## src/aer_config.svh

```systemverilog
`ifndef AER_CONFIG_SVH
`define AER_CONFIG_SVH

// ------------------------------
// sensor geometry
// ------------------------------

// one lane per sensor tile
`define AER_NUM_LANES 4

// pixel address widths
`define AER_ROW_BITS 11
`define AER_COL_BITS 11

// ------------------------------
// time base and word format
// ------------------------------

// external timestamp width
`define AER_TS_BITS 34

// low field carried in every event word
`define AER_TS_LOW_BITS 6

// width of one AER word on the output port
`define AER_WORD_BITS 32

// ------------------------------
// readout behaviour
// ------------------------------

// quiet cycles before a tile session closes
`define AER_SESSION_CYCLES 16

// words buffered per lane in the merger
`define AER_FIFO_DEPTH 4

`endif
```

## src/aer_pkg.sv

```systemverilog
`default_nettype none

`include "aer_config.svh"

package aer_pkg;

  // ------------------------------
  // address and time types
  // ------------------------------

  // pixel addresses
  typedef logic [`AER_ROW_BITS-1:0] row_addr_t;
  typedef logic [`AER_COL_BITS-1:0] col_addr_t;

  // full timestamp from the external time base
  typedef logic [`AER_TS_BITS-1:0] timestamp_t;

  // upper timestamp field sent in time-high words
  typedef logic [`AER_TS_BITS-`AER_TS_LOW_BITS-1:0] time_high_t;

  // lower timestamp field sent in event words
  typedef logic [`AER_TS_LOW_BITS-1:0] time_low_t;

  // one output word
  typedef logic [`AER_WORD_BITS-1:0] aer_word_t;

  // lane number, one lane per tile
  typedef logic [$clog2(`AER_NUM_LANES)-1:0] lane_id_t;

  // ------------------------------
  // word type nibbles
  // ------------------------------

  localparam logic [3:0] TYPE_TIME_HIGH = 4'b1000;
  localparam logic [3:0] TYPE_CD_ON     = 4'b0001;
  localparam logic [3:0] TYPE_CD_OFF    = 4'b0000;

  // encoder states
  // TIME_HIGH holds one event while its time-high word goes out
  typedef enum logic [1:0] {
    IDLE,
    TIME_HIGH,
    STREAM
  } enc_state_t;

endpackage

`default_nettype wire

```

## src/aer_lane_if.sv

```systemverilog
`default_nettype none

`include "aer_config.svh"

interface aer_lane_if;
  import aer_pkg::*;

  // session level for this tile
  logic       active_req;
  // one-cycle event strobe
  logic       enable;
  // payload, only valid with enable
  logic       polarity;
  row_addr_t  row;
  col_addr_t  col;
  timestamp_t timestamp;

  // router side
  modport router_mp (
    output active_req,
    output enable,
    output polarity,
    output row,
    output col,
    output timestamp
  );

  // encoder side
  modport encoder_mp (
    input active_req,
    input enable,
    input polarity,
    input row,
    input col,
    input timestamp
  );

endinterface

`default_nettype wire

```

## src/aer_readout.sv

```systemverilog
`default_nettype none

`include "aer_config.svh"

module aer_readout (
  input  logic                clk_i,
  input  logic                reset_i,
  input  logic                event_valid_i,
  input  logic                event_polarity_i,
  input  aer_pkg::row_addr_t  event_row_i,
  input  aer_pkg::col_addr_t  event_col_i,
  input  aer_pkg::timestamp_t timestamp_i,
  output logic                word_valid_o,
  output aer_pkg::aer_word_t  word_o,
  output aer_pkg::lane_id_t   word_lane_o
);
  import aer_pkg::*;

  // encoder outputs, one element per lane
  aer_word_t enc_word       [`AER_NUM_LANES];
  logic      enc_word_valid [`AER_NUM_LANES];

  // router to encoder links
  aer_lane_if lane_if [`AER_NUM_LANES] ();

  // ------------------------------
  // tile routing
  // ------------------------------

  event_router u_router (
    .clk_i            (clk_i),
    .reset_i          (reset_i),
    .event_valid_i    (event_valid_i),
    .event_polarity_i (event_polarity_i),
    .event_row_i      (event_row_i),
    .event_col_i      (event_col_i),
    .timestamp_i      (timestamp_i),
    .lane_o           (lane_if)
  );

  // one encoder per tile
  for (genvar g = 0; g < `AER_NUM_LANES; g++)
  begin : g_enc
    event_encoder u_encoder (
      .clk_i        (clk_i),
      .reset_i      (reset_i),
      .lane_i       (lane_if[g]),
      .word_o       (enc_word[g]),
      .word_valid_o (enc_word_valid[g])
    );
  end

  // ------------------------------
  // output merge
  // ------------------------------

  event_merger u_merger (
    .clk_i        (clk_i),
    .reset_i      (reset_i),
    .word_i       (enc_word),
    .word_valid_i (enc_word_valid),
    .word_o       (word_o),
    .word_valid_o (word_valid_o),
    .word_lane_o  (word_lane_o)
  );

endmodule

`default_nettype wire

```

## src/event_merger.sv

```systemverilog
`default_nettype none

`include "aer_config.svh"

module event_merger (
  input  logic               clk_i,
  input  logic               reset_i,
  input  aer_pkg::aer_word_t word_i       [`AER_NUM_LANES],
  input  logic               word_valid_i [`AER_NUM_LANES],
  output aer_pkg::aer_word_t word_o,
  output logic               word_valid_o,
  output aer_pkg::lane_id_t  word_lane_o
);
  import aer_pkg::*;

  localparam int DEPTH = `AER_FIFO_DEPTH;
  localparam int PTR_W = $clog2(DEPTH);
  localparam int CNT_W = $clog2(DEPTH + 1);

  typedef logic [PTR_W-1:0] ptr_t;
  typedef logic [CNT_W-1:0] cnt_t;

  aer_word_t                 fifo_mem_q [`AER_NUM_LANES][DEPTH];
  ptr_t                      wr_ptr_q   [`AER_NUM_LANES];
  ptr_t                      rd_ptr_q   [`AER_NUM_LANES];
  cnt_t                      count_q    [`AER_NUM_LANES];
  aer_word_t                 head_word  [`AER_NUM_LANES];
  logic [`AER_NUM_LANES-1:0] push;
  logic [`AER_NUM_LANES-1:0] pop;
  logic [`AER_NUM_LANES-1:0] has_data;
  logic                      grant_valid;
  lane_id_t                  grant_lane;
  lane_id_t                  last_lane_q;

  // circular pointer step
  function automatic ptr_t ptr_next(input ptr_t p);
    return (p == ptr_t'(DEPTH - 1)) ? '0 : ptr_t'(p + 1'b1);
  endfunction

  // ------------------------------
  // per-lane FIFOs
  // ------------------------------

  for (genvar l = 0; l < `AER_NUM_LANES; l++)
  begin : g_fifo
    assign push[l] = word_valid_i[l];
    assign pop[l]  = grant_valid && (grant_lane == lane_id_t'(l));

    // an incoming word counts as data in its own cycle
    assign has_data[l]  = (count_q[l] != '0) || push[l];
    // empty FIFO falls through to the input
    assign head_word[l] = (count_q[l] == '0) ? word_i[l] : fifo_mem_q[l][rd_ptr_q[l]];

    always_ff @(posedge clk_i)
    begin
      if (push[l])
        fifo_mem_q[l][wr_ptr_q[l]] <= word_i[l];
    end

    always_ff @(posedge clk_i or posedge reset_i)
    begin
      if (reset_i)
      begin
        wr_ptr_q[l] <= '0;
        rd_ptr_q[l] <= '0;
        count_q[l]  <= '0;
      end
      else
      begin
        if (push[l])
          wr_ptr_q[l] <= ptr_next(wr_ptr_q[l]);
        if (pop[l])
          rd_ptr_q[l] <= ptr_next(rd_ptr_q[l]);
        // push and pop together leave the fill level alone
        case ({push[l], pop[l]})
          2'b10:   count_q[l] <= count_q[l] + 1'b1;
          2'b01:   count_q[l] <= count_q[l] - 1'b1;
          default: count_q[l] <= count_q[l];
        endcase
      end
    end
  end

  // ------------------------------
  // round-robin select
  // ------------------------------

  // search starts one past the lane served last
  always_comb
  begin
    lane_id_t cand;
    grant_valid = 1'b0;
    grant_lane  = last_lane_q;
    for (int k = 1; k <= `AER_NUM_LANES; k++)
    begin
      cand = lane_id_t'((int'(last_lane_q) + k) % `AER_NUM_LANES);
      if (!grant_valid && has_data[cand])
      begin
        grant_valid = 1'b1;
        grant_lane  = cand;
      end
    end
  end

  // output register, one word per cycle
  always_ff @(posedge clk_i or posedge reset_i)
  begin
    if (reset_i)
    begin
      word_valid_o <= 1'b0;
      // lane 0 gets first turn
      last_lane_q  <= lane_id_t'(`AER_NUM_LANES - 1);
    end
    else
    begin
      word_valid_o <= grant_valid;
      if (grant_valid)
        last_lane_q <= grant_lane;
    end
  end

  always_ff @(posedge clk_i)
  begin
    if (grant_valid)
      word_o <= head_word[grant_lane];
  end

  // lane of the word on the port is the lane served last
  assign word_lane_o = last_lane_q;

endmodule

`default_nettype wire

```

## src/event_encoder.sv

```systemverilog
`default_nettype none

`include "aer_config.svh"

module event_encoder (
  input  logic               clk_i,
  input  logic               reset_i,
  aer_lane_if.encoder_mp     lane_i,
  output aer_pkg::aer_word_t word_o,
  output logic               word_valid_o
);
  import aer_pkg::*;

  enc_state_t state_q;
  enc_state_t state_d;
  time_high_t last_th_q;
  time_high_t ev_th;
  time_low_t  ev_tl;
  aer_word_t  ev_word;
  aer_word_t  th_word;
  aer_word_t  hold_word_q;
  aer_word_t  word_d;
  logic       word_valid_d;
  logic       hold_load;
  logic       th_change;

  // ------------------------------
  // word formatting
  // ------------------------------

  // split the timestamp
  assign ev_th = lane_i.timestamp[`AER_TS_BITS-1:`AER_TS_LOW_BITS];
  assign ev_tl = lane_i.timestamp[`AER_TS_LOW_BITS-1:0];

  // polarity selects the ON or OFF nibble
  assign ev_word = {lane_i.polarity ? TYPE_CD_ON : TYPE_CD_OFF, ev_tl, lane_i.row, lane_i.col};
  assign th_word = {TYPE_TIME_HIGH, ev_th};

  // upper time moved since the last time-high word
  assign th_change = (ev_th != last_th_q);

  // ------------------------------
  // next state and output
  // ------------------------------

  always_comb
  begin
    state_d      = state_q;
    word_d       = ev_word;
    word_valid_d = 1'b0;
    hold_load    = 1'b0;

    case (state_q)
      IDLE:
      begin
        // first event of a session always needs a time-high word
        if (lane_i.enable)
        begin
          word_d       = th_word;
          word_valid_d = 1'b1;
          hold_load    = 1'b1;
          state_d      = TIME_HIGH;
        end
      end

      TIME_HIGH:
      begin
        // held event follows its time-high word
        word_d       = hold_word_q;
        word_valid_d = 1'b1;
        state_d      = STREAM;
      end

      STREAM:
      begin
        if (lane_i.enable)
        begin
          if (th_change)
          begin
            word_d       = th_word;
            word_valid_d = 1'b1;
            hold_load    = 1'b1;
            state_d      = TIME_HIGH;
          end
          else
          begin
            // same window, event word straight out
            word_d       = ev_word;
            word_valid_d = 1'b1;
          end
        end
        else if (!lane_i.active_req)
        begin
          // session over, next event resends the upper time
          state_d = IDLE;
        end
      end

      default:
        state_d = IDLE;
    endcase
  end

  // ------------------------------
  // registers
  // ------------------------------

  always_ff @(posedge clk_i or posedge reset_i)
  begin
    if (reset_i)
    begin
      state_q      <= IDLE;
      word_valid_o <= 1'b0;
      last_th_q    <= '0;
    end
    else
    begin
      state_q      <= state_d;
      word_valid_o <= word_valid_d;
      // remember what the decoder now knows
      if (hold_load)
        last_th_q <= ev_th;
    end
  end

  // one-event hold and output word
  always_ff @(posedge clk_i)
  begin
    if (hold_load)
      hold_word_q <= ev_word;
    if (word_valid_d)
      word_o <= word_d;
  end

endmodule

`default_nettype wire

```

## src/event_router.sv

```systemverilog
`default_nettype none

`include "aer_config.svh"

module event_router (
  input  logic                clk_i,
  input  logic                reset_i,
  input  logic                event_valid_i,
  input  logic                event_polarity_i,
  input  aer_pkg::row_addr_t  event_row_i,
  input  aer_pkg::col_addr_t  event_col_i,
  input  aer_pkg::timestamp_t timestamp_i,
  aer_lane_if.router_mp       lane_o [`AER_NUM_LANES]
);
  import aer_pkg::*;

  // tile select bits at the top of the row address
  localparam int LANE_BITS = $bits(lane_id_t);
  // session counter wide enough for the reload value
  localparam int SESS_W = $clog2(`AER_SESSION_CYCLES + 1);
  localparam logic [SESS_W-1:0] SESS_RELOAD = SESS_W'(`AER_SESSION_CYCLES);

  lane_id_t                  lane_sel;
  logic [`AER_NUM_LANES-1:0] enable_q;
  logic                      polarity_q;
  row_addr_t                 row_q;
  col_addr_t                 col_q;
  timestamp_t                ts_q;
  logic [SESS_W-1:0]         sess_cnt_q [`AER_NUM_LANES];

  // ------------------------------
  // lane decode
  // ------------------------------

  // upper row bits pick the tile
  assign lane_sel = lane_id_t'(event_row_i[`AER_ROW_BITS-1 -: LANE_BITS]);

  // one-hot strobe, only the addressed lane fires
  always_ff @(posedge clk_i or posedge reset_i)
  begin
    if (reset_i)
    begin
      enable_q <= '0;
    end
    else
    begin
      enable_q <= '0;
      if (event_valid_i)
        enable_q[lane_sel] <= 1'b1;
    end
  end

  // event payload, shared by all lanes
  always_ff @(posedge clk_i)
  begin
    if (event_valid_i)
    begin
      polarity_q <= event_polarity_i;
      row_q      <= event_row_i;
      col_q      <= event_col_i;
      ts_q       <= timestamp_i;
    end
  end

  // ------------------------------
  // per-lane sessions
  // ------------------------------

  for (genvar l = 0; l < `AER_NUM_LANES; l++)
  begin : g_lane
    // reload on an event for this tile, count down while quiet
    always_ff @(posedge clk_i or posedge reset_i)
    begin
      if (reset_i)
        sess_cnt_q[l] <= '0;
      else if (event_valid_i && (lane_sel == lane_id_t'(l)))
        sess_cnt_q[l] <= SESS_RELOAD;
      else if (sess_cnt_q[l] != '0)
        sess_cnt_q[l] <= sess_cnt_q[l] - 1'b1;
    end

    // session open while the counter runs
    assign lane_o[l].active_req = (sess_cnt_q[l] != '0);
    assign lane_o[l].enable     = enable_q[l];
    assign lane_o[l].polarity   = polarity_q;
    assign lane_o[l].row        = row_q;
    assign lane_o[l].col        = col_q;
    assign lane_o[l].timestamp  = ts_q;
  end

endmodule

`default_nettype wire

```

## config.mk

```make
export PLATFORM = sky130hd
export DESIGN_NAME = aer_readout
export DESIGN_NICKNAME = d
export VERILOG_FILES = /design/src/aer_pkg.sv /design/src/aer_lane_if.sv /design/src/aer_readout.sv /design/src/event_merger.sv /design/src/event_encoder.sv /design/src/event_router.sv
export VERILOG_INCLUDE_DIRS = /design/src /design/src/src
export SDC_FILE = /design/constraint.sdc
export NUM_CORES = 1
export LEC_CHECK = 0
export BUFFER_PORTS_ARGS = -buffer_cell sky130_fd_sc_hd__buf_2
export CORE_MARGIN = 5
export CORE_UTILIZATION = 35
export CTS_BUF_LIST = sky130_fd_sc_hd__clkbuf_2
export DETAILED_ROUTE_END_ITERATION = 16
export SYNTH_ARGS = -nofsm -noshare
export SYNTH_HDL_FRONTEND = slang
export SYNTH_SLANG_ARGS = --single-unit
```

## constraint.sdc

```tcl
create_clock -name clk_i -period 6.97 [get_ports clk_i]
set_input_delay 1.394 -clock clk_i [delete_from_list [all_inputs] [get_ports clk_i]]
set_output_delay 1.394 -clock clk_i [all_outputs]
set_load 0.05 [all_outputs]
```

==> summary.md <==
| Metric | Value |
|---|---|
| Remaining DRCs | `0` |
| Row count | `129` |
| Gp weighted congestion | `0.7927` |
| CTS HTree Levels | `4` |
| DR WL/cell | `23.35 um` |
| IO Count | `95` |
| CTS max path bufs | `3` |
| R2R Setup Slk | `3050 ps` |
| Critical path startpoint | `u_merger.count_q[10]` |
| Yosys Warn Count | `0` |
| Max Slew Vio Count | `0` |
| WP data arrival | `5350 ps` |
| Cell taking the most area after synthesis | `edfxtp_1` |
| Port buffer count | `92` |
| Power per cell area | `370.5 nW/um2` |
| First-pass GRT wire length | `175900 um` |
| Post-CTS Setup Bufs | `0` |
| Die Wd | `363.7 um` |
| Post-synth top area share | `0.5508` |
| NumNets Final | `3378` |
| Critical Path Max Stage Delay | `530 ps` |
| Largest net degree at the start of global routing | `142` |
| Post-layout minimum cycle time | `3922 ps` |
| GR Util All Layers | `0.1784` |
| Post-DRT Antenna Nets | `0` |
| Worst vdd ir | `0.0002752 V` |
| Dpl hpwl | `74270 um` |
| Vias in the first global route | `26350` |
| Outcome | `finished, final reports clean` |
| Final setup violating endpoints | `0` |
| RSZ-0062 raised after global routing | `false` |
| Critical path required time | `8400 ps` |
| Area Overhead vs Synth | `11.37%` |
| Fin crit share | `0.5627` |
| WS Path Type | `flop to flop` |
| Synth Flop Type | `edfxtp_1` |
| Clock root buffer master | `clkbuf_2` |
| CTS tree | `built` |
| Initial drt markers | `2878` |
| Via density | `5.294` |
| Synth Instances | `3071` |
| Wirelength, routed | `119800 um` |
| Synth top area cells | `edfxtp_1 (55%), dfrtp_1 (10%), mux4_2 (6.2%), mux2_2 (4.4%), mux2i_1 (3.2%)` |
| Critical-path maximum fanout | `33` |
| CTS-repair resized insts | `0` |
| Antenna violations before repair | `7` |
| Post-Route Skew | `119.6 ps` |
| Post-synth EDFFs | `803` |
| Fin Hold WS | `174.4 ps` |
| Core area | `124000 um2` |
| Synthesized area per cell | `14.26 um2` |
| DR pass1 iterations | `5` |
| Via count | `27180` |
| CP Launch Type | `flop` |
| Number of synthesized register bits | `982` |
| Least-Margin Pin Slew | `1193 ps` |
| Final Hold Viols | `0` |
| Commonest cells post-synth | `edfxtp_1 (803), o21ai_0 (242), nand2_1 (232)` |
| FFs w/ async S/R, synth | `0.1823` |
| Worst flop-to-flop path startpoint | `u_merger.count_q[10]` |
| Cts hold-fix bufs | `56` |
| Max-Slew Margin vs Limit | `0.1938` |
| CP bufs+invs | `4` |
| CP max-delay cell | `inv_2` |
| Final Power | `18.06 mW` |
| Num CTS Buffers | `235` |
| Most common cell in the netlist | `edfxtp_1` |
| GRT Residual Overflow | `0` |
| Synth unique cells | `62` |
| Syn Std Cell Area | `43780 um2` |
| CP top delay family | `simple AND/OR/NAND/NOR gates` |
| Crit-path cells | `or3_1 -> buf_4 -> nor3_1 -> o32ai_4 -> buf_4 -> inv_2 -> and3_4 -> ha_1 -> inv_1 -> fa_1 -> xor2_1 -> nor2_1 -> xor2_1` |
| Sum Neg Setup Slack | `0 ps` |
| Initial Utilization | `0.3532` |
| Max-cap violations | `0` |
| Die Y | `363.7 um` |
| Sequential-to-total area share from yosys stat | `0.6531` |
| CP endpoint kind | `flop` |
| Clk_lat worst skew | `1570 ps` |
| Num Clock Sinks | `982` |
| HP Class | `input port to flop` |
| Hold path startpoint | `event_row_i[9]` |
| Layout cell share with drive strength beyond 1 | `0.2584` |
| LEAKAGE | `17.63 nW` |
| Die area | `132300 um2` |
| Achievable Freq | `0.2550 GHz` |
| Clock slew at reported path FFs | `110 ps` |
-- layout by cell type, fill, tap and decap left out, types with 8 or more instances in the layout --
cell	count
dfrtp_2	13
and2_1	16
mux4_2	120
nor2_1	165
clkbuf_2	364
xor2_1	99
nor3_1	22
buf_2	92
o21a_1	44
a211oi_1	14
inv_1	53
o21ai_0	241
buf_4	88
a2bb2oi_1	72
dfrtp_1	164
edfxtp_1	803
a21boi_0	31
dlygate4sd3_1	56
mux2_2	173
clkinv_1	61
mux2i_1	140
nand3_1	122
nand2b_1	8
nand4_1	10
o22ai_1	33
xnor2_1	32
nand2_1	232
a21oi_1	68
or3_1	13
nor4_1	24
ha_1	32
-- per-layer routing --
layer  vias up  global-route usage  part of all wire
li1      12100                   -                 -
met1     13700              0.2622              0.45
met2      1203              0.2617              0.44
met3       174             0.04537             0.092
met4         2             0.05278             0.022
met5         -                   0           0.00017
-- path summary, 6_finish.rpt --
check | end | depth (start not counted)
worst max-delay path | u_merger.count_q[2] | 13
worst min-delay path | u_router.lane_o[0].row[9] | 1
worst max register to register | u_merger.count_q[2] | 13
worst min register to register | u_merger.fifo_mem_q[1][78] | 0
max in group asynchronous | u_merger.rd_ptr_q[1] | 4
min in group asynchronous | u_router.sess_cnt_q[4] | 3
-- layout make-up --
cell class	instances	area [um2]
diodes	5	12.51
clock buffers	364	1822
clock inverters	82	410.4
fillers	11700	75200
inverters	56	217.7
multi-input cells	1770	13930
flip-flops and latches	982	28610
well taps	1637	2048
repair buffers	237	1702
-- power breakdown --
group,total (mW),switching (mW),internal [mW]
sequential,8.20,0.822,7.38
combinational,6.03,3.72,2.31
clock,3.84,2.37,1.47
-- registers in the layout (all words and copies together) (netlist names), 12 cells and up --
signal	cells
u_merger.count_q	12
u_router.lane_o.timestamp	34
u_merger.word_o	30
g_enc.u_encoder.word_o	120
g_enc.u_encoder.hold_word_q	116
u_merger.fifo_mem_q	480
g_enc.u_encoder.last_th_q	112
u_router.sess_cnt_q	20
-- per-stage QoR --
step | util | setup slack, ps | instance area [um2] | std cells
global placement | 0.3707 | 3013 | 45950 | 4626
floorplan | - | 720.7 | 43790 | 3072
global route | 0.3933 | 2861 | 48750 | 5130
CTS | 0.3932 | 2950 | 48750 | 5128
detailed placement | 0.3707 | 3012 | 45950 | 4626
finish | 0.3933 | 3048 | 48760 | 5133
-- logic make-up (layout without fill, tap and decap cells) --
logic type | count (synthesis) | in the layout | share of synthesized area
compound gates | 524 | 524 | 0.07407
xor+xnor | 131 | 131 | 0.02621
fa+ha+maj | 36 | 36 | 0.01097
buf+inv | 320 | 739 | 0.03006
flops | 982 | 982 | 0.6531
mux | 437 | 437 | 0.1396
other cells | 1 | 7 | 0.00008565
simple gates | 640 | 640 | 0.06587
Note: power is estimated with default switching activity, not from simulation.
